### config.mk
export PLATFORM = sky130hd
export DESIGN_NAME = excp_csr
export DESIGN_NICKNAME = d
export VERILOG_FILES = /design/src/source/fetch_pkg.sv /design/src/source/excp_csr.sv
export VERILOG_INCLUDE_DIRS = /design/src
export SDC_FILE = /design/constraint.sdc
export NUM_CORES = 1
export LEC_CHECK = 0
export BUFFER_PORTS_ARGS = -buffer_cell sky130_fd_sc_hd__clkbuf_2
export CELL_PAD_IN_SITES_DETAIL_PLACEMENT = 0
export CELL_PAD_IN_SITES_GLOBAL_PLACEMENT = 2
export CORE_MARGIN = 2
export CORE_UTILIZATION = 23
export DETAILED_ROUTE_END_ITERATION = 8
export PLACE_DENSITY = 0.87
export SYNTH_ARGS = -nofsm -noshare
export SYNTH_HDL_FRONTEND = slang
export SYNTH_SLANG_ARGS = --single-unit
### constraint.sdc
create_clock -name clk -period 1.1 [get_ports clk]
set_input_delay 0.22 -clock clk [delete_from_list [all_inputs] [get_ports clk]]
set_output_delay 0.22 -clock clk [all_outputs]
set_load 0.01 [all_outputs]
### src/fetch_front_settings.svh
`ifndef FETCH_FRONT_SETTINGS_SVH
`define FETCH_FRONT_SETTINGS_SVH

// first fetch address after reset
`define FETCH_RESET_PC 32'h1C00_0000

// exception entry until software writes its own
`define FETCH_EENTRY_RESET 32'h1C00_0100

// top nibble of the virtual address accepted by the direct-mapped window
`define FETCH_WIN_SEG 4'h1

// instruction memory word address width
`define FETCH_ROM_AW 10

`endif
### src/source/fetch_pkg.sv
`default_nettype none

`include "fetch_front_settings.svh"

package fetch_pkg;

  // redirect request from a branch
  typedef struct packed {
    logic        valid;
    logic [31:0] target;
  } redirect_t;

  // pc generator to translation
  typedef struct packed {
    logic [31:0] pc;
    logic        valid;
  } fetch_req_t;

  // registered fetch entry toward decode
  typedef struct packed {
    logic        valid;
    logic [31:0] pc;
    logic [31:0] inst;
    // address fault, segment miss or misaligned
    logic        adef;
  } fetch_pkt_t;

  // exception entry write
  typedef struct packed {
    logic        we;
    logic [31:0] data;
  } csr_wr_t;

  // instruction memory load port
  typedef struct packed {
    logic                     we;
    logic [`FETCH_ROM_AW-1:0] addr;
    logic [31:0]              data;
  } imem_wr_t;

endpackage

`default_nettype wire

### src/source/excp_csr.sv
`default_nettype none

`include "fetch_front_settings.svh"

module excp_csr (
  input  logic                  clk,
  input  logic                  rst_n,
  input  fetch_pkg::fetch_pkt_t pkt,
  input  logic                  ertn,
  input  fetch_pkg::csr_wr_t    csr_wr,
  output logic                  excp_flush,
  output logic                  ertn_flush,
  output logic [31:0]           eentry,
  output logic [31:0]           era
);

  logic [31:0] eentry_q;
  logic [31:0] era_q;

  // fault raised while the bad entry sits in the stage
  // the stage clears at the next edge, so this is a single-cycle pulse
  assign excp_flush = pkt.valid & pkt.adef;

  // return suppressed under a same-cycle exception
  assign ertn_flush = ertn & ~excp_flush;

  // exception entry
  always_ff @(posedge clk) begin
    if (!rst_n) begin
      eentry_q <= `FETCH_EENTRY_RESET;
    end else if (csr_wr.we) begin
      eentry_q <= csr_wr.data;
    end
  end

  // return address
  // captures the faulting pc
  always_ff @(posedge clk) begin
    if (!rst_n) begin
      era_q <= 32'h0;
    end else if (excp_flush) begin
      era_q <= pkt.pc;
    end
  end

  assign eentry = eentry_q;
  assign era    = era_q;

  // translation drops the faulting entry at the flush edge
  property p_excp_pulse;
    @(posedge clk) disable iff (!rst_n)
      excp_flush |=> !excp_flush;
  endproperty
  a_excp_pulse: assert property (p_excp_pulse)
    else $error("excp_csr: exception flush held past one cycle, pc %h", pkt.pc);

endmodule

`default_nettype wire

======== Word level (Yosys, flattened, before mapping) ========
Index checks and enable logic that the tools add are counted.
cells by class
  bitwise logic cells ..................... 3
operator list
  cell           number
  $and A1 B1 Y1  2
  $not A1 Y1     1
word-level totals
  bits in registers ....................... 64
  word-level logic and storage cells ...... 5
  output and inout bits ................... 66
  input port bits ......................... 102

======== Depth between registers and ports, before layout ========
  word-level depth ........................ 3
  depth in mapped cells ................... 5
  depth with buffers taken out ............ 2

======== Worst setup path after synthesis ========
OpenSTA, ideal clock, no wires.
  path kind ............................... in2out
  start point ............................. input pkt[0] (netlist bit)
  end point ............................... output ertn_flush
  stages .................................. 4
  required time ........................... 0.880 ns
  setup slack ............................. 0.078 ns
  arrival time ............................ 0.802 ns
  path buffers ............................ 2
  path through ............................ buf_2 -> and2_4 -> buf_6 -> nor2b_1
on the way
  cells in the longest elaborated chain, start to end .. 3
RTL lines
  item             RTL line        RTL
  start, declared  excp_csr.sv:8   input fetch_pkg::fetch_pkt_t pkt,
  $and A1 B1 Y1    excp_csr.sv:22  assign excp_flush = pkt.valid & pkt.adef;
  $not A1 Y1       excp_csr.sv:25  assign ertn_flush = ertn & ~excp_flush;
  $and A1 B1 Y1    excp_csr.sv:25
  end, declared    excp_csr.sv:12  output logic ertn_flush,
Every way passes these cells.

======== Worst setup path in the final report ========
  start point ............................. register era_q[25], in the netlist era[25]
  end point ............................... output era[25]
RTL lines
  item                    RTL line        RTL
  start, declared         excp_csr.sv:18  logic [31:0] era_q;
  start signal, assigned  excp_csr.sv:42  era_q <= pkt.pc;
  end, declared           excp_csr.sv:14  output logic [31:0] era
No word-level cell between the ends.

==> results.cfg <==
[yosys]
synthArstFlopShare_pct = 0
synthSimpleGateAreaFrac_pct = 20.2
yosys-top-cells-area = dfxtp_1, mux2i_1, o21ai_2
synthAdderAreaFrac_pct = 0
synth_cells = 253
synth_xor_area_share_pct = 0
ys_ff_latch = 64
synth_top_family_by_area = simple AND/OR/NAND/NOR gates
synth_area_per_cell_um2 = 10.3
synth-edff-count = 0
yosysWarnings = 0
syn_nets = 355
ys.flop_type = dfxtp_1
synth.top_cell.area_share_pct = 49.3
synth_area_um2 = 2600
synth-compound-area-share_pct = 10.3
yosys.area.top_type = dfxtp_1
synthMuxAreaShare_pct = 12.3
synthTopCellsByCount = dfxtp_1, nand2_1, mux2i_1, nand4_1
yosysMostFrequentCell = dfxtp_1
yosysSeqAreaShare_pct = 49.3
ys_types = 12

[setup_path]
endpoint_kind = output pin
worst_ep_required_time_ns = 0.88
path_cells = clkbuf_2
crit_family = flip-flops
crit_type = flip-flop to output pin
worstPathMaxFanout = 2
cp.arrival_ns = 0.80
start_kind = flip-flop
critPathBufInv = 1
slowest_delay_ns = 0.34
crit_slowest_cell = dfxtp_1

[power_and_ir_drop]
p_seq_share_pct = 41.1
netSwitchingFraction_pct = 22.8
power.density_nw_per_um2 = 1660
p_clk_share_pct = 47.2
combPwrFrac_pct = 11.7
cell_internal_pwr_w = 0.00471
power.switching_w = 0.00139
fin_total_pwr_w = 0.00611
ir_worst_vdd_mv = 0.598
power.leakage_nw = 1.73

[sta]
rsz0062_at_grt = false
final.period_utilization_pct = 92.7
tightest_slew_ns = 0.280
hold_viol = 0
fin_tns_setup_ns = 0
skew_ns = 0
finalSetupViolCount = 0
hold_slack_ns = 0.122
clock.fmax_ghz = 0.981
max_slew_margin_pct = 81.3
slew_viol_final = 0
finalCriticalPeriod_ns = 1.02

[global_routing]
grt-ovfl-total = 0
first_global_vias = 2090
grt_pass1_wl_mm = 9.70
antenna_found_initial = 0
gr-usage-all-layers_pct = 10.4
grt_max_degree = 72

[clock_tree]
cts_buffer_depth = 2
cts_resized = 0
cts_setup_buffers = 0
clock_latency_ns = 0.32
cts.sinks = 64
clk_transition_reported_paths_ns = 0.05
htree_num_levels = 3
tritoncts = built
root_buffer = clkbuf_16
cts_hold_buf = 0
numCtsBuffers = 9

[min_path]
hold_class = primary input to flip-flop

[die]
die_x_um = 110
io_pins = 168
start_util_pct = 23.8
dieArea_um2 = 12200
rows = 38
die_h_um = 110
core_um2 = 10900

[status]
outcome = complete, no violations

[placement]
hpwl_mm = 4.62
port_buffers = 135
gp_congestion = 0.686
dp_cells = 511

[drt]
drt_iter0_drc = 72
post_drt_wl_per_cell_um = 12.2
viasPerCell = 4.31
totalWireLength_mm = 6.42
via_count = 2269
drc = 0
postRouteAntennaNets = 0
drt_first_pass_iters = 4

[final_layout]
instances_no_fill = 526
area_growth_pct = 41.5
fin_nets = 484
final_util_pct = 33.6
antenna_cells = 0
drive_gt1_share_pct = 49.0

[run]
cap_violations = 0
## layout by cell type, fill, tap and decap left out
cell type	instances
dfxtp_1	64
buf_12	4
nor2b_1	29
mux2i_1	32
clkbuf_1	1
and2_4	1
nand4_1	32
buf_4	6
clkbuf_16	9
clkinvlp_4	1
o21ai_2	29
clkbuf_2	135
o21ai_1	3
clkbuf_8	3
bufinv_16	1
nand2_1	36
## per-stage QoR
stage,worst slack [ns],area (um2)
global route,0.0326,3680
finish,0.0803,3680
global placement,0.119,3370
detailed placement,0.0923,3370
floorplan,0.0778,2600
CTS,0.0590,3680
## final cells by class
cell class | count | area (um2)
Clock buffer | 13 | 270
Clock inverter | 2 | 37.5
Fill cell | 1142 | 7260
Multi-Input combinational cell | 162 | 1110
Sequential cell | 64 | 1280
Tap cell | 140 | 175
Timing Repair Buffer | 145 | 801
## flip-flops by register name, indices dropped and copies added (netlist names)
register  flops
eentry       32
era          32
## final timing paths
path | startpoint | endpoint | slack, ns | cells after the start
setup / recovery | era[25] | era[25] | 0.08 | 1
hold / removal | csr_wr[27] | eentry[27] | 0.12 | 3
setup reg to reg | eentry[26] | eentry[26] | 0.47 | 2
hold reg to reg | era[31] | era[31] | 0.45 | 2
## power by group through the flow
stage	logic [W]	clock network (W)	registers, W
after floorplan	0.000360	0	0.00262
after global placement	0.000715	0	0.00255
after detailed placement	0.000726	0	0.00256
after CTS	0.000727	0.00301	0.00251
after global routing	0.000791	0.00309	0.00252
final	0.000713	0.00288	0.00251
## metal layers
| metal | GRT usage, % | vias to the layer above | routed length [um] |
|---|---|---|---|
| met4 | 4.29 | 0 | 83 |
| met3 | 4.59 | 7 | 580 |
| met1 | 12.4 | 1040 | 2940 |
| met5 | 0 | - | 0 |
| met2 | 16.4 | 83 | 2820 |
| li1 | - | 1139 | - |
## kinds of logic after synthesis
family	count (synthesis)
AND/OR/NAND/NOR	98
flip-flops	64
AO/OA/AOI/OAI	32
multiplexers	32
buffers and inverters	27
No activity file was read; power rests on OpenSTA's default activity.
