===== src/fetch_front_settings.svh =====
`ifndef FETCH_FRONT_SETTINGS_SVH
`define FETCH_FRONT_SETTINGS_SVH

// first fetch address after reset
`define FETCH_RESET_PC 32'h1C00_0000

// exception entry until software writes its own
`define FETCH_EENTRY_RESET 32'h1C00_0100

// top nibble of the virtual address accepted by the direct-mapped window
`define FETCH_WIN_SEG 4'h1

// instruction memory word address width
`define FETCH_ROM_AW 10

`endif

===== src/source/fetch_pkg.sv =====
`default_nettype none

`include "fetch_front_settings.svh"

package fetch_pkg;

  // redirect request from a branch
  typedef struct packed {
    logic        valid;
    logic [31:0] target;
  } redirect_t;

  // pc generator to translation
  typedef struct packed {
    logic [31:0] pc;
    logic        valid;
  } fetch_req_t;

  // registered fetch entry toward decode
  typedef struct packed {
    logic        valid;
    logic [31:0] pc;
    logic [31:0] inst;
    // address fault, segment miss or misaligned
    logic        adef;
  } fetch_pkt_t;

  // exception entry write
  typedef struct packed {
    logic        we;
    logic [31:0] data;
  } csr_wr_t;

  // instruction memory load port
  typedef struct packed {
    logic                     we;
    logic [`FETCH_ROM_AW-1:0] addr;
    logic [31:0]              data;
  } imem_wr_t;

endpackage

`default_nettype wire


===== src/source/addr_trans.sv =====
`default_nettype none

`include "fetch_front_settings.svh"

module addr_trans (
  input  logic                     clk,
  input  logic                     rst_n,
  input  fetch_pkg::fetch_req_t    req,
  output logic                     trans_ready,
  input  logic                     kill,
  input  logic                     id_ready,
  output logic                     rom_rd_en,
  output logic [`FETCH_ROM_AW-1:0] rom_rd_addr,
  input  logic [31:0]              rom_rd_data,
  output fetch_pkg::fetch_pkt_t    pkt
);

  logic [31:0] paddr;
  logic        seg_hit;
  logic        misalign;
  logic        adef;
  logic        fire;
  logic        leave;
  logic        ent_valid;
  logic [31:0] ent_pc;
  logic        ent_adef;

  // window check on the top nibble
  assign seg_hit  = (req.pc[31:28] == `FETCH_WIN_SEG);
  // word fetch only
  assign misalign = (req.pc[1:0] != 2'b00);
  assign adef     = ~seg_hit | misalign;

  // direct map, segment bits dropped
  assign paddr = {4'h0, req.pc[27:0]};

  // entry consumed by decode
  // faulting entries are never shown, they wait for the exception flush
  assign leave = ent_valid & ~ent_adef & id_ready;

  // room when empty or draining this cycle
  assign trans_ready = ~ent_valid | leave;
  assign fire        = req.valid & trans_ready;

  // rom read in step with the fire
  assign rom_rd_en   = fire;
  assign rom_rd_addr = paddr[`FETCH_ROM_AW+1:2];

  // entry valid
  always_ff @(posedge clk) begin
    if (!rst_n) begin
      ent_valid <= 1'b0;
    end else if (kill) begin
      // redirect wins over a same-cycle fire
      ent_valid <= 1'b0;
    end else if (fire) begin
      ent_valid <= 1'b1;
    end else if (leave) begin
      ent_valid <= 1'b0;
    end
  end

  // entry payload
  always_ff @(posedge clk) begin
    if (fire) begin
      ent_pc   <= req.pc;
      ent_adef <= adef;
    end
  end

  // instruction comes straight off the rom register
  assign pkt = '{valid: ent_valid, pc: ent_pc, inst: rom_rd_data, adef: ent_adef};

  // a stalled entry keeps the pc generator on the next address
  property p_entry_hold;
    @(posedge clk) disable iff (!rst_n)
      (ent_valid && !leave && !kill) |=> $stable(req.pc);
  endproperty
  a_entry_hold: assert property (p_entry_hold)
    else $error("addr_trans: request pc moved under a stall, pc %h", req.pc);

endmodule

`default_nettype wire


===== config.mk =====
export PLATFORM = sky130hd
export DESIGN_NAME = addr_trans
export DESIGN_NICKNAME = d
export VERILOG_FILES = /design/src/source/fetch_pkg.sv /design/src/source/addr_trans.sv
export VERILOG_INCLUDE_DIRS = /design/src
export SDC_FILE = /design/constraint.sdc
export NUM_CORES = 1
export LEC_CHECK = 0
export BUFFER_PORTS_ARGS = -buffer_cell sky130_fd_sc_hd__buf_4
export CAP_MARGIN = 0
export CORE_UTILIZATION = 30
export DETAILED_ROUTE_END_ITERATION = 12
export HOLD_SLACK_MARGIN = 0.03
export PLACE_DENSITY_LB_ADDON = 0.1
export SYNTH_ARGS = -nofsm -noshare
export SYNTH_HDL_FRONTEND = slang
export SYNTH_SLANG_ARGS = --single-unit

===== constraint.sdc =====
create_clock -name clk -period 7 [get_ports clk]
set_clock_uncertainty 0.15 [all_clocks]
set_input_delay 0.7 -clock clk [delete_from_list [all_inputs] [get_ports clk]]
set_output_delay 0.7 -clock clk [all_outputs]
set_load 0.1 [all_outputs]

After elaboration in Yosys (flattened, before gate mapping)
Index checks and enable logic that the tools add are counted.
Widths: inputs -> output; s select.
{ "totals": {"reg_bits": 34, "input_bits": 69, "output_inout_bits": 78, "wordCells": 18} }
{ "op_classes": {"n_eq_ne": 1, "mux": 2, "bitwise_logic": 9, "n_reduce_logical": 3} }
{ "op_table": {"columns": ["operator", "n"], "rows": [
  ["$eq 4x1->1 const B", 1],
  ["$not 1->1", 4],
  ["$reduce_bool 2->1", 2],
  ["$and 1x1->1", 3],
  ["$mux 1", 2],
  ["$or 1x1->1", 2],
  ["$reduce_or 2->1", 1]
]} }

Depth between registers and ports, before layout
{ "logic_depth": {"word_depth": 6, "mapped_depth": 2} }

Worst setup path before layout
OpenSTA, ideal clock, no wires.
{ "synth_path": {"path_type": "input port to output port", "from": "input port id_ready", "to": "output port rom_rd_en", "arrival_time_ps": 3746, "required_ps": 6150, "setup_slack_ps": 2404, "stages": 2, "path_cell_list": "nand2b_1 > a21boi_1"} }
{ "synth_between": {"elab_chain_cells": 3} }
{ "synth_lines": {"columns": ["element", "line_no", "text"], "rows": [
  ["start: declaration", "addr_trans.sv:11", "input logic id_ready,"],
  ["$and 1x1->1", "addr_trans.sv:39", "assign leave = ent_valid & ~ent_adef & id_ready;"],
  ["$or 1x1->1", "addr_trans.sv:42", "assign trans_ready = ~ent_valid | leave;"],
  ["$and 1x1->1", "addr_trans.sv:43", "assign fire = req.valid & trans_ready;"],
  ["end: declaration", "addr_trans.sv:12", "output logic rom_rd_en,"]
]} }
No other way between the ends.

Worst setup path in the final report
{ "layout_path": {"from": "register ent_adef", "to": "output port rom_rd_en"} }
{ "layout_between": {"elab_chain_cells": 5} }
{ "layout_lines": {"columns": ["element", "line_no", "text"], "rows": [
  ["start: declaration", "addr_trans.sv:26", "logic ent_adef;"],
  ["start signal: assignment", "addr_trans.sv:67", "ent_adef <= adef;"],
  ["$not 1->1", "addr_trans.sv:39", null],
  ["$and 1x1->1 (2 in series)", "addr_trans.sv:39", null],
  ["$or 1x1->1", "addr_trans.sv:42", null],
  ["$and 1x1->1", "addr_trans.sv:43", null]
]} }
No other way between the ends.

==> flow_summary.yaml <==
status:
  status: "finished, violations left"
  violations: "design-rule violations"
clock_network:
  cts.path.max_buffers: 2
  cts-root-buf: "clkbuf_8"
  clk_pin_slew_worst_paths_ns: 0.07
  cts_hold_buf: 0
  cts_setup_buffers: 0
  htree_num_levels: 2
  ctsResizeCount: 0
  worst_skew_pair.late_latency_ns: 0.28
  cts_sinks: 34
  tritoncts: "done"
  cts-buffers-inserted: 5
timing:
  fmax_mhz: 371
  finalCritPeriodShare_pct: 38.5
  rsz0062_at_grt: "no"
  setup_viol_count_final: 0
  period_minus_slack_ns: 2.69
  slew_headroom_pct: 71.5
  worst_slew_pin_slew_ns: 0.427
  setup-tns-final_ns: 0
  report.final.slew_viol_count: 0
  hold_viol: 0
logic_synthesis:
  yosysWarnings: 0
  synth_seq_cells: 34
  synthAdderAreaFrac_pct: 0
  synth_top_family_by_area: "buffers and inverters"
  synth-simple-area-share_pct: 4.09
  synth_cells: 87
  muxShareOfSynthArea_pct: 0
  synth_top_area_cell: "edfxtp_1"
  synth.net_count: 156
  synth-xor-area-share_pct: 0
  ys_types: 10
  synth.top_cell.area_share_pct: 70.5
  syn_area_per_cell_sq_um: 16.2
  synthTopCellsByArea: "edfxtp_1, buf_4, dfxtp_1, nor4b_2, nor3b_2"
  synth_seq_area_share_pct: 71.9
  synth_compound_area_share_pct: 0.534
  synth_area_sq_um: 1410
global_routing:
  grt_pass1_vias: 768
  grt_max_degree: 35
  grt_util_all_layers_pct: 11.2
  grt_pass1_wl_microns: 3950
  grt_antenna_before_repair: 0
  overflow: 0
worst_setup_path:
  cpMaxStageDelayCell: "edfxtp_1"
  crit_top_cell: "buf_4"
  cp_max_fo: 34
  path_delay_family: "buffers and inverters"
  critical_path_class: "reg -> out"
  worstPathRequired_ns: 6.15
  cp_slowest_stage_delay_ns: 0.42
  cp-start-kind: "flip-flop"
  critPathBufInv: 2
  crit_chain: "nand2b_1 > a21boi_4 > buf_4 > buf_4"
  cp-end-kind: "output port"
  r2r_slack_ns: 5.30
  critPathArrivalTime_ns: 1.84
power_and_ir_drop:
  vdd_drop_max_mv: 0.205
  power_leakage_nw: 0.799
  power_density_nw_per_um2: 302
floorplanning:
  die_h_microns: 70.5
  dieArea_sq_um: 4970
  io_pins: 147
  dieWidth_microns: 70.5
  num_rows: 24
  initial_utilization_pct: 31.6
  coreArea_sq_um: 4440
route:
  drtIter0Drc: 55
  dr.pass1.iters: 8
  vias: 789
  vias_per_cell: 4.24
  wl_per_cell_microns: 15.0
  antenna_left: 0
  post-route-drc-count: 19
  routed_wirelength_microns: 2800
layout:
  area_delta_synth_final_pct: 33.8
  antenna_cells: 0
  drive_gt1_share_pct: 68.7
  nets: 202
  fin_cells: 186
placed_design:
  gp_congestion: 0.671
  dp_cells: 178
  port_buffers: 82
min_path:
  hp-class: "in -> reg"
job:
  maxCapViolations: 0
==> synth_stat cells <==
master    number
a21boi_1       1
buf_4         44
dfxtp_1        1
edfxtp_1      33
nand2_1        2
nand2b_1       1
nor2_1         2
nor3b_2        1
nor4b_1        1
nor4b_2        1
==> path summary, 6_finish.rpt <==
kind | endpoint | from | depth (start not counted)
worst max-delay path | rom_rd_en | ent_adef | 4
worst min-delay path | ent_valid | kill | 2
worst max register to register | ent_pc[5] | ent_adef | 3
worst min register to register | ent_valid | ent_valid | 2
==> logic make-up (layout without fill, tap and decap cells) <==
group,Yosys count,in the layout
buf+inv,44,91
simple gates,8,8
compound gates,1,1
flops,34,34
==> where the power goes <==
group,switching [mW],internal (mW)
combinational,0.124,0.0326
sequential,0.00332,0.237
clock,0.0659,0.106
total,0.193,0.376
==> state kept, by name, indices dropped and copies added (netlist names) <==
| register | count |
|---|---|
| ent_pc | 32 |
| ent_adef | 1 |
| ent_valid | 1 |
==> metal layers <==
layer  track usage [%]  share of wire (%)
met4              8.62                4.0
met1              10.4                 27
met2              18.3                 53
met3              6.20                 16
met5                 0                  0
==> final cells by class <==
| class | count | area, sq um |
|---|---|---|
| timing repair buffer | 83 | 623 |
| tap | 52 | 65.1 |
| multi-input combinational | 9 | 76.3 |
| clock inverter | 1 | 30.0 |
| clock buffer | 7 | 76.3 |
| sequential | 34 | 1010 |
| fill | 415 | 2560 |
==> cells in the final DEF (no fill, tap or decap), drive strengths merged <==
| cell | count |
|---|---|
| clkbuf | 7 |
| edfxtp | 33 |
| a21boi | 1 |
| nand2 | 2 |
| nor4b | 2 |
| dfxtp | 1 |
| nor2 | 2 |
| bufinv | 1 |
| nand2b | 1 |
| nor3b | 1 |
| buf | 83 |
==> per-stage QoR <==
stage | setup WS, ns | utilization [%] | instance area [sq um] | total power [mW] | hold WS, ns
2_1_floorplan | 2.40 | - | 1410 | 0.452 | 0.381
3_3_place_gp | 4.35 | 39.9 | 1780 | 0.401 | 0.424
3_5_place_dp | 4.32 | 39.9 | 1780 | 0.402 | 0.467
4_1_cts | 4.26 | 42.3 | 1880 | 0.578 | 0.424
5_1_grt | 4.17 | 42.3 | 1880 | 0.587 | 0.418
6_report | 4.31 | 42.3 | 1880 | 0.569 | 0.435
No activity file was read; power rests on OpenSTA's default activity.
