===== config.mk =====
export PLATFORM = sky130hd
export DESIGN_NAME = pc_gen
export DESIGN_NICKNAME = d
export VERILOG_FILES = /design/src/source/fetch_pkg.sv /design/src/source/pc_gen.sv
export VERILOG_INCLUDE_DIRS = /design/src
export SDC_FILE = /design/constraint.sdc
export NUM_CORES = 1
export LEC_CHECK = 0
export BUFFER_PORTS_ARGS = -buffer_cell sky130_fd_sc_hd__buf_2
export CORE_UTILIZATION = 46
export DETAILED_ROUTE_END_ITERATION = 10
export PLACE_DENSITY = 0.89
export SLEW_MARGIN = 0
export SYNTH_ARGS = -nofsm -noshare
export SYNTH_HDL_FRONTEND = slang
export SYNTH_SLANG_ARGS = --single-unit

===== constraint.sdc =====
create_clock -name clk -period 2.2 [get_ports clk]
set_input_delay 0.44 -clock clk [delete_from_list [all_inputs] [get_ports clk]]
set_output_delay 0.44 -clock clk [all_outputs]
set_load 0.02 [all_outputs]

===== src/fetch_front_settings.svh =====
`ifndef FETCH_FRONT_SETTINGS_SVH
`define FETCH_FRONT_SETTINGS_SVH

// first fetch address after reset
`define FETCH_RESET_PC 32'h1C00_0000

// exception entry until software writes its own
`define FETCH_EENTRY_RESET 32'h1C00_0100

// top nibble of the virtual address accepted by the direct-mapped window
`define FETCH_WIN_SEG 4'h1

// instruction memory word address width
`define FETCH_ROM_AW 10

`endif

===== src/source/fetch_pkg.sv =====
`default_nettype none

`include "fetch_front_settings.svh"

package fetch_pkg;

  // redirect request from a branch
  typedef struct packed {
    logic        valid;
    logic [31:0] target;
  } redirect_t;

  // pc generator to translation
  typedef struct packed {
    logic [31:0] pc;
    logic        valid;
  } fetch_req_t;

  // registered fetch entry toward decode
  typedef struct packed {
    logic        valid;
    logic [31:0] pc;
    logic [31:0] inst;
    // address fault, segment miss or misaligned
    logic        adef;
  } fetch_pkt_t;

  // exception entry write
  typedef struct packed {
    logic        we;
    logic [31:0] data;
  } csr_wr_t;

  // instruction memory load port
  typedef struct packed {
    logic                     we;
    logic [`FETCH_ROM_AW-1:0] addr;
    logic [31:0]              data;
  } imem_wr_t;

endpackage

`default_nettype wire


===== src/source/pc_gen.sv =====
`default_nettype none

`include "fetch_front_settings.svh"

module pc_gen (
  input  logic                  clk,
  input  logic                  rst_n,
  input  logic                  excp_flush,
  input  logic                  ertn_flush,
  input  logic [31:0]           eentry,
  input  logic [31:0]           era,
  input  fetch_pkg::redirect_t  branch,
  input  logic                  trans_ready,
  output fetch_pkg::fetch_req_t req
);

  logic [31:0] pc;
  logic        pc_valid;
  logic        fire;

  // handshake with translation
  assign fire = pc_valid & trans_ready;

  // next pc selection
  // exception beats return, return beats branch
  always_ff @(posedge clk) begin
    if (!rst_n) begin
      pc <= `FETCH_RESET_PC;
    end else if (excp_flush) begin
      pc <= eentry;
    end else if (ertn_flush) begin
      pc <= era;
    end else if (branch.valid) begin
      pc <= branch.target;
    end else if (fire) begin
      // sequential step, only once the address was taken
      pc <= pc + 32'd4;
    end
  end

  // request valid
  // low in reset, up on the first cycle after
  // a redirect finds it already up, it stays up while fetching
  always_ff @(posedge clk) begin
    if (!rst_n) begin
      pc_valid <= 1'b0;
    end else begin
      pc_valid <= 1'b1;
    end
  end

  assign req = '{pc: pc, valid: pc_valid};

  // request must be known once out of reset
  property p_req_valid_known;
    @(posedge clk) disable iff (!rst_n)
      !$isunknown(req);
  endproperty
  a_req_valid_known: assert property (p_req_valid_known)
    else $error("pc_gen: req unknown after reset, pc %h valid %b", req.pc, req.valid);

endmodule

`default_nettype wire


======== Yosys cells after proc, flatten, opt, wreduce, memory -nomap -nowiden ========
Index checks and enable logic that the tools add are counted.
word-level totals
  bits in registers ....................... 33
  input bits .............................. 102
cells by class
  bitwise gates (word level) .............. 1
  add/subtract/negate cells ............... 1
  muxes and demuxes ....................... 5
  reduce and logical (&&, ||, !) cells .... 1
operators by type and width
  operator                                       count
  two-way mux 32 bit                             4
  adder 32 x 3 -> 32 bit, second input constant  1
  nonzero test 4 bit                             1
  bitwise AND 1 bit                              1
  two-way mux 1 bit                              1

======== Depth between registers and ports, before layout ========
  word-level depth ........................ 5
  gate-level depth with buffers ........... 7

======== Worst setup path after synthesis ========
OpenSTA, ideal clock, no wires.
  path type ............................... register to register
  start point ............................. register pc[2]
  end point ............................... register pc[16]
  arrival time ............................ 1.774 ns
  buffers on the path ..................... 0
  setup slack ............................. 0.352 ns
  clock period less this slack ............ 1.848 ns
  library setup time ...................... 0.074 ns
  stages on the path, launching flop included .. 6
  data required time ...................... 2.126 ns
  cell sequence ........................... dfxtp_1 -> ha_1 -> and2_1 -> nand4_2 -> or4_1 -> a31oi_1
between the ends
  word-level cells in the longest chain between the ends .. 5
ends and longest elaborated chain
  what                      line          source
  start: declaration        pc_gen.sv:17  logic [31:0] pc;
  start signal: assignment  pc_gen.sv:28  pc <= `FETCH_RESET_PC;
  start signal: assignment  pc_gen.sv:30  pc <= eentry;
  start signal: assignment  pc_gen.sv:32  pc <= era;
  adder 32 x 3 -> 32 bit    pc_gen.sv:37  pc <= pc + 32'd4;
  two-way mux 32 bit        pc_gen.sv:35  end else if (fire) begin
  two-way mux 32 bit        pc_gen.sv:33  end else if (branch.valid) begin
  two-way mux 32 bit        pc_gen.sv:31  end else if (ertn_flush) begin
  two-way mux 32 bit        pc_gen.sv:29  end else if (excp_flush) begin
No other way between the ends. The select of a mux whose other input is x is not followed.
A chain may end at the register's enable or synchronous reset.

======== Worst setup path after layout ========
Ends and elaborated chain as after synthesis.

==> impl_metrics.csv <==
group,metric,value,unit
worst_setup_path,crit_required,2420,ps
yosys,syn_nets,457,
sta,final.period_utilization,91.9,%
cts,cts_tree,"built",
pwr,p_sw_share,36.2,%
pwr,powerDensity,491,nW/um^2
pwr,p_leak,1.58,nW
cts,cts_root_buf,"clkbuf_8",
cts,clk_pin_slew,70,ps
sta,max_slew_margin,57.0,%
route,drc,0,
yosys,synth_top_cell_area_share,25.0,%
worst_setup_path,path_delay_family,"simple AND/OR/NAND/NOR gates",
grt,grt_pass1_vias,3423,
die,die-area,6040,sq um
yosys,synth-seq-cells,33,
pwr,finalPower,1.72,mW
status,outcome,"completed",
sta,setup_viol_count_final,0,
layout,final_nets,588,
layout,fin_cells,558,
placement,post-place-ws,166,ps
sta,slew_violations,0,
worst_setup_path,arrival,2240,ps
placement,dpl.cell_count,550,
cts,cts_max_level,2,
pwr,p_seq_share,41.9,%
sta,whs,384,ps
worst_setup_path,reg2reg_to,"pc[16]$_SDFFE_PN0P_",
yosys,syn_area,2640,sq um
layout,final_common_cell,"buf_2",
worst_setup_path,r2r_slack,180,ps
worst_setup_path,path_class,"reg2reg",
yosys,postSynthAreaPerCell,7.45,sq um
yosys,ys.flop_type,"dfxtp_1",
route,ant_nets,0,
yosys,netlist_instances,354,
yosys,synthTopCellsByArea,"dfxtp_1 (25%), o21ai_0 (5.7%), nand2_1 (5.5%), mux2i_1 (4.2%), nor2_1 (3.7%)",
worst_setup_path,path_max_fanout,7,
worst_setup_path,crit_start,"pc[2]$_SDFFE_PN0P_",
pwr,p_sw,0.622,mW
sta,tns,0,ps
layout,drive_above_1_share,34.2,%
route,num_vias,3631,
worst_setup_path,path_depth,5,
layout,layout_common_cells,"buf_2 (134), nand2_1 (39), dfxtp_1 (33)",
sta,fmax,0.495,GHz
cts,cts_buffer_depth,2,
worst_setup_path,cp-start-kind,"flip-flop",
route,drt_first_pass_iters,5,
pwr,power_frac_comb,31.0,%
grt,grt_first_pass_wirelength,16.1,mm
die,die_h,77.7,um
pwr,max-vdd-ir-drop,0.257,mV
worst_setup_path,r2r_cells,5,
placement,portBuffers,134,
layout,final_cell_area,3500,sq um
cts,postCtsSetupRepairBufs,0,
die,start_util,47.9,%
cts,cts.sinks,33,
worst_setup_path,r2r-start,"pc[2]$_SDFFE_PN0P_",
placement,dp_hpwl,7.27,mm
sta,rsz0062_at_grt,"no",
sta,fin_skew,7.20,ps
cts,holdBufCountCts,0,
yosys,async_flop_share,0,%
worst_setup_path,endpoint_kind,"flip-flop",
sta,finalHoldViolations,0,
route,drtIter0Drc,410,
die,coreArea,5510,sq um
grt,track_usage,33.7,%
cts,cts_resized,0,
route,wl,10.2,mm
sta,setup_ws,179,ps
layout,area.growth.synth_to_final,32.5,%
die,row_count,27,
grt,gr-total-overflow,0,
grt,antenna_found_initial,0,
worst_setup_path,crit_slowest_cell,"or4_1",
min_path,hp-class,"in2reg",
die,io_pins,135,
grt,grt_max_degree,26,
pwr,clkPwrFrac,27.0,%
placement,placed_area,3410,sq um
sta,period_needed,2020,ps
pwr,intPower,1.10,mW
layout,antenna_cells,0,
worst_setup_path,max_stage_delay,550,ps
yosys,synth_top_area_cell,"dfxtp_1",
yosys,yosysWarnings,0,
yosys,synth_edf_count,0,
worst_setup_path,endpoint,"pc[16]$_SDFFE_PN0P_",
sta,worst_pin_slew,643,ps
worst_setup_path,crit_chain,"ha_1 > and2_1 > nand4_2 > or4_1 > a31oi_1",
cts,cts_buffers,5,
route,vias_per_cell,6.51,
layout,postLayoutCoreUtil,63.5,%
flow_run,drv_cap,0,
die,die_w,77.7,um
cts,insertion_delay,290,ps
yosys,ys_types,55,
worst_setup_path,critPathBufInv,0,
yosys,synth_seq_area_share,25.0,%
placement,gp_congestion,0.960,
route,wl_per_cell,18.2,um
[registers in the layout, indices dropped and copies added (netlist names)]
name,cells
pc_valid,1
pc,32
[logic make-up after synthesis]
group	count (synthesis)	synth area share (%)
AO/OA/AOI/OAI	126	33.3
XOR/XNOR	14	4.65
adder cells (fa/ha/maj)	1	0.474
buffers and inverters	35	5.69
flip-flops	33	25.0
multiplexers	11	4.17
AND/OR/NAND/NOR	134	26.7
[metal layers]
metal	part of all wire, %	up-vias	global-route usage, %
li1	-	1625	-
met2	46	332	54.2
met4	3.2	0	17.9
met3	13	39	8.24
met1	38	1635	41.4
met5	0	-	0
[layout make-up]
cell class                 instances  area, sq um
tap                               72         90.1
clock inverter                     2         10.0
clock buffer                       6         72.6
sequential                        33          661
multi-input combinational        286         1830
timing repair buffer             153          813
fill                             495         2010
inverter                           6         22.5
[power groups by stage]
stage | Sequential [mW] | Clock (mW) | Combinational [mW]
2_1_floorplan | 0.773 | 0 | 0.239
3_3_place_gp | 0.727 | 0 | 0.509
3_5_place_dp | 0.730 | 0 | 0.518
4_1_cts | 0.717 | 0.464 | 0.522
5_1_grt | 0.727 | 0.499 | 0.572
6_report | 0.720 | 0.464 | 0.533
[how the worst min path moves through the flow]
stage | from | endpoint | slack [ps] | cells after the start
floorplan | rst_n | pc_valid$_DFF_P_ | 470 | 0
global placement | pc[7]$_SDFFE_PN0P_ | pc[7]$_SDFFE_PN0P_ | 490 | 2
detailed placement | pc[7]$_SDFFE_PN0P_ | pc[7]$_SDFFE_PN0P_ | 500 | 2
CTS | eentry[1] | pc[1]$_SDFFE_PN0P_ | 390 | 3
global route | eentry[1] | pc[1]$_SDFFE_PN0P_ | 390 | 3
finish | eentry[1] | pc[1]$_SDFFE_PN0P_ | 380 | 3
[synth_stat cells, types with 3 or more instances]
cell	number
o31ai_1	3
o22ai_1	10
nor4_1	3
nand2_1	39
or4_1	3
a21oi_1	15
nor3_1	6
o221ai_1	8
a221oi_1	6
buf_4	3
a211oi_1	4
buf_2	6
nand3_1	15
clkbuf_1	16
xnor2_1	8
xor2_1	6
o21ai_0	30
a311oi_1	3
buf_1	4
a31oi_1	9
mux2i_1	11
o211ai_1	12
nand4_1	8
nor2_1	26
and3_1	13
a22oi_1	8
and4_1	4
dfxtp_1	33
o41ai_1	4
nor2b_1	3
inv_1	5
[worst register-to-register path: stages (launching register included)]
cell     delay (ps)
dfxtp_1         450
ha_1            270
and2_1          230
nand4_2         280
or4_1           550
a31oi_1         170
Note: power is estimated with default switching activity, not from simulation.
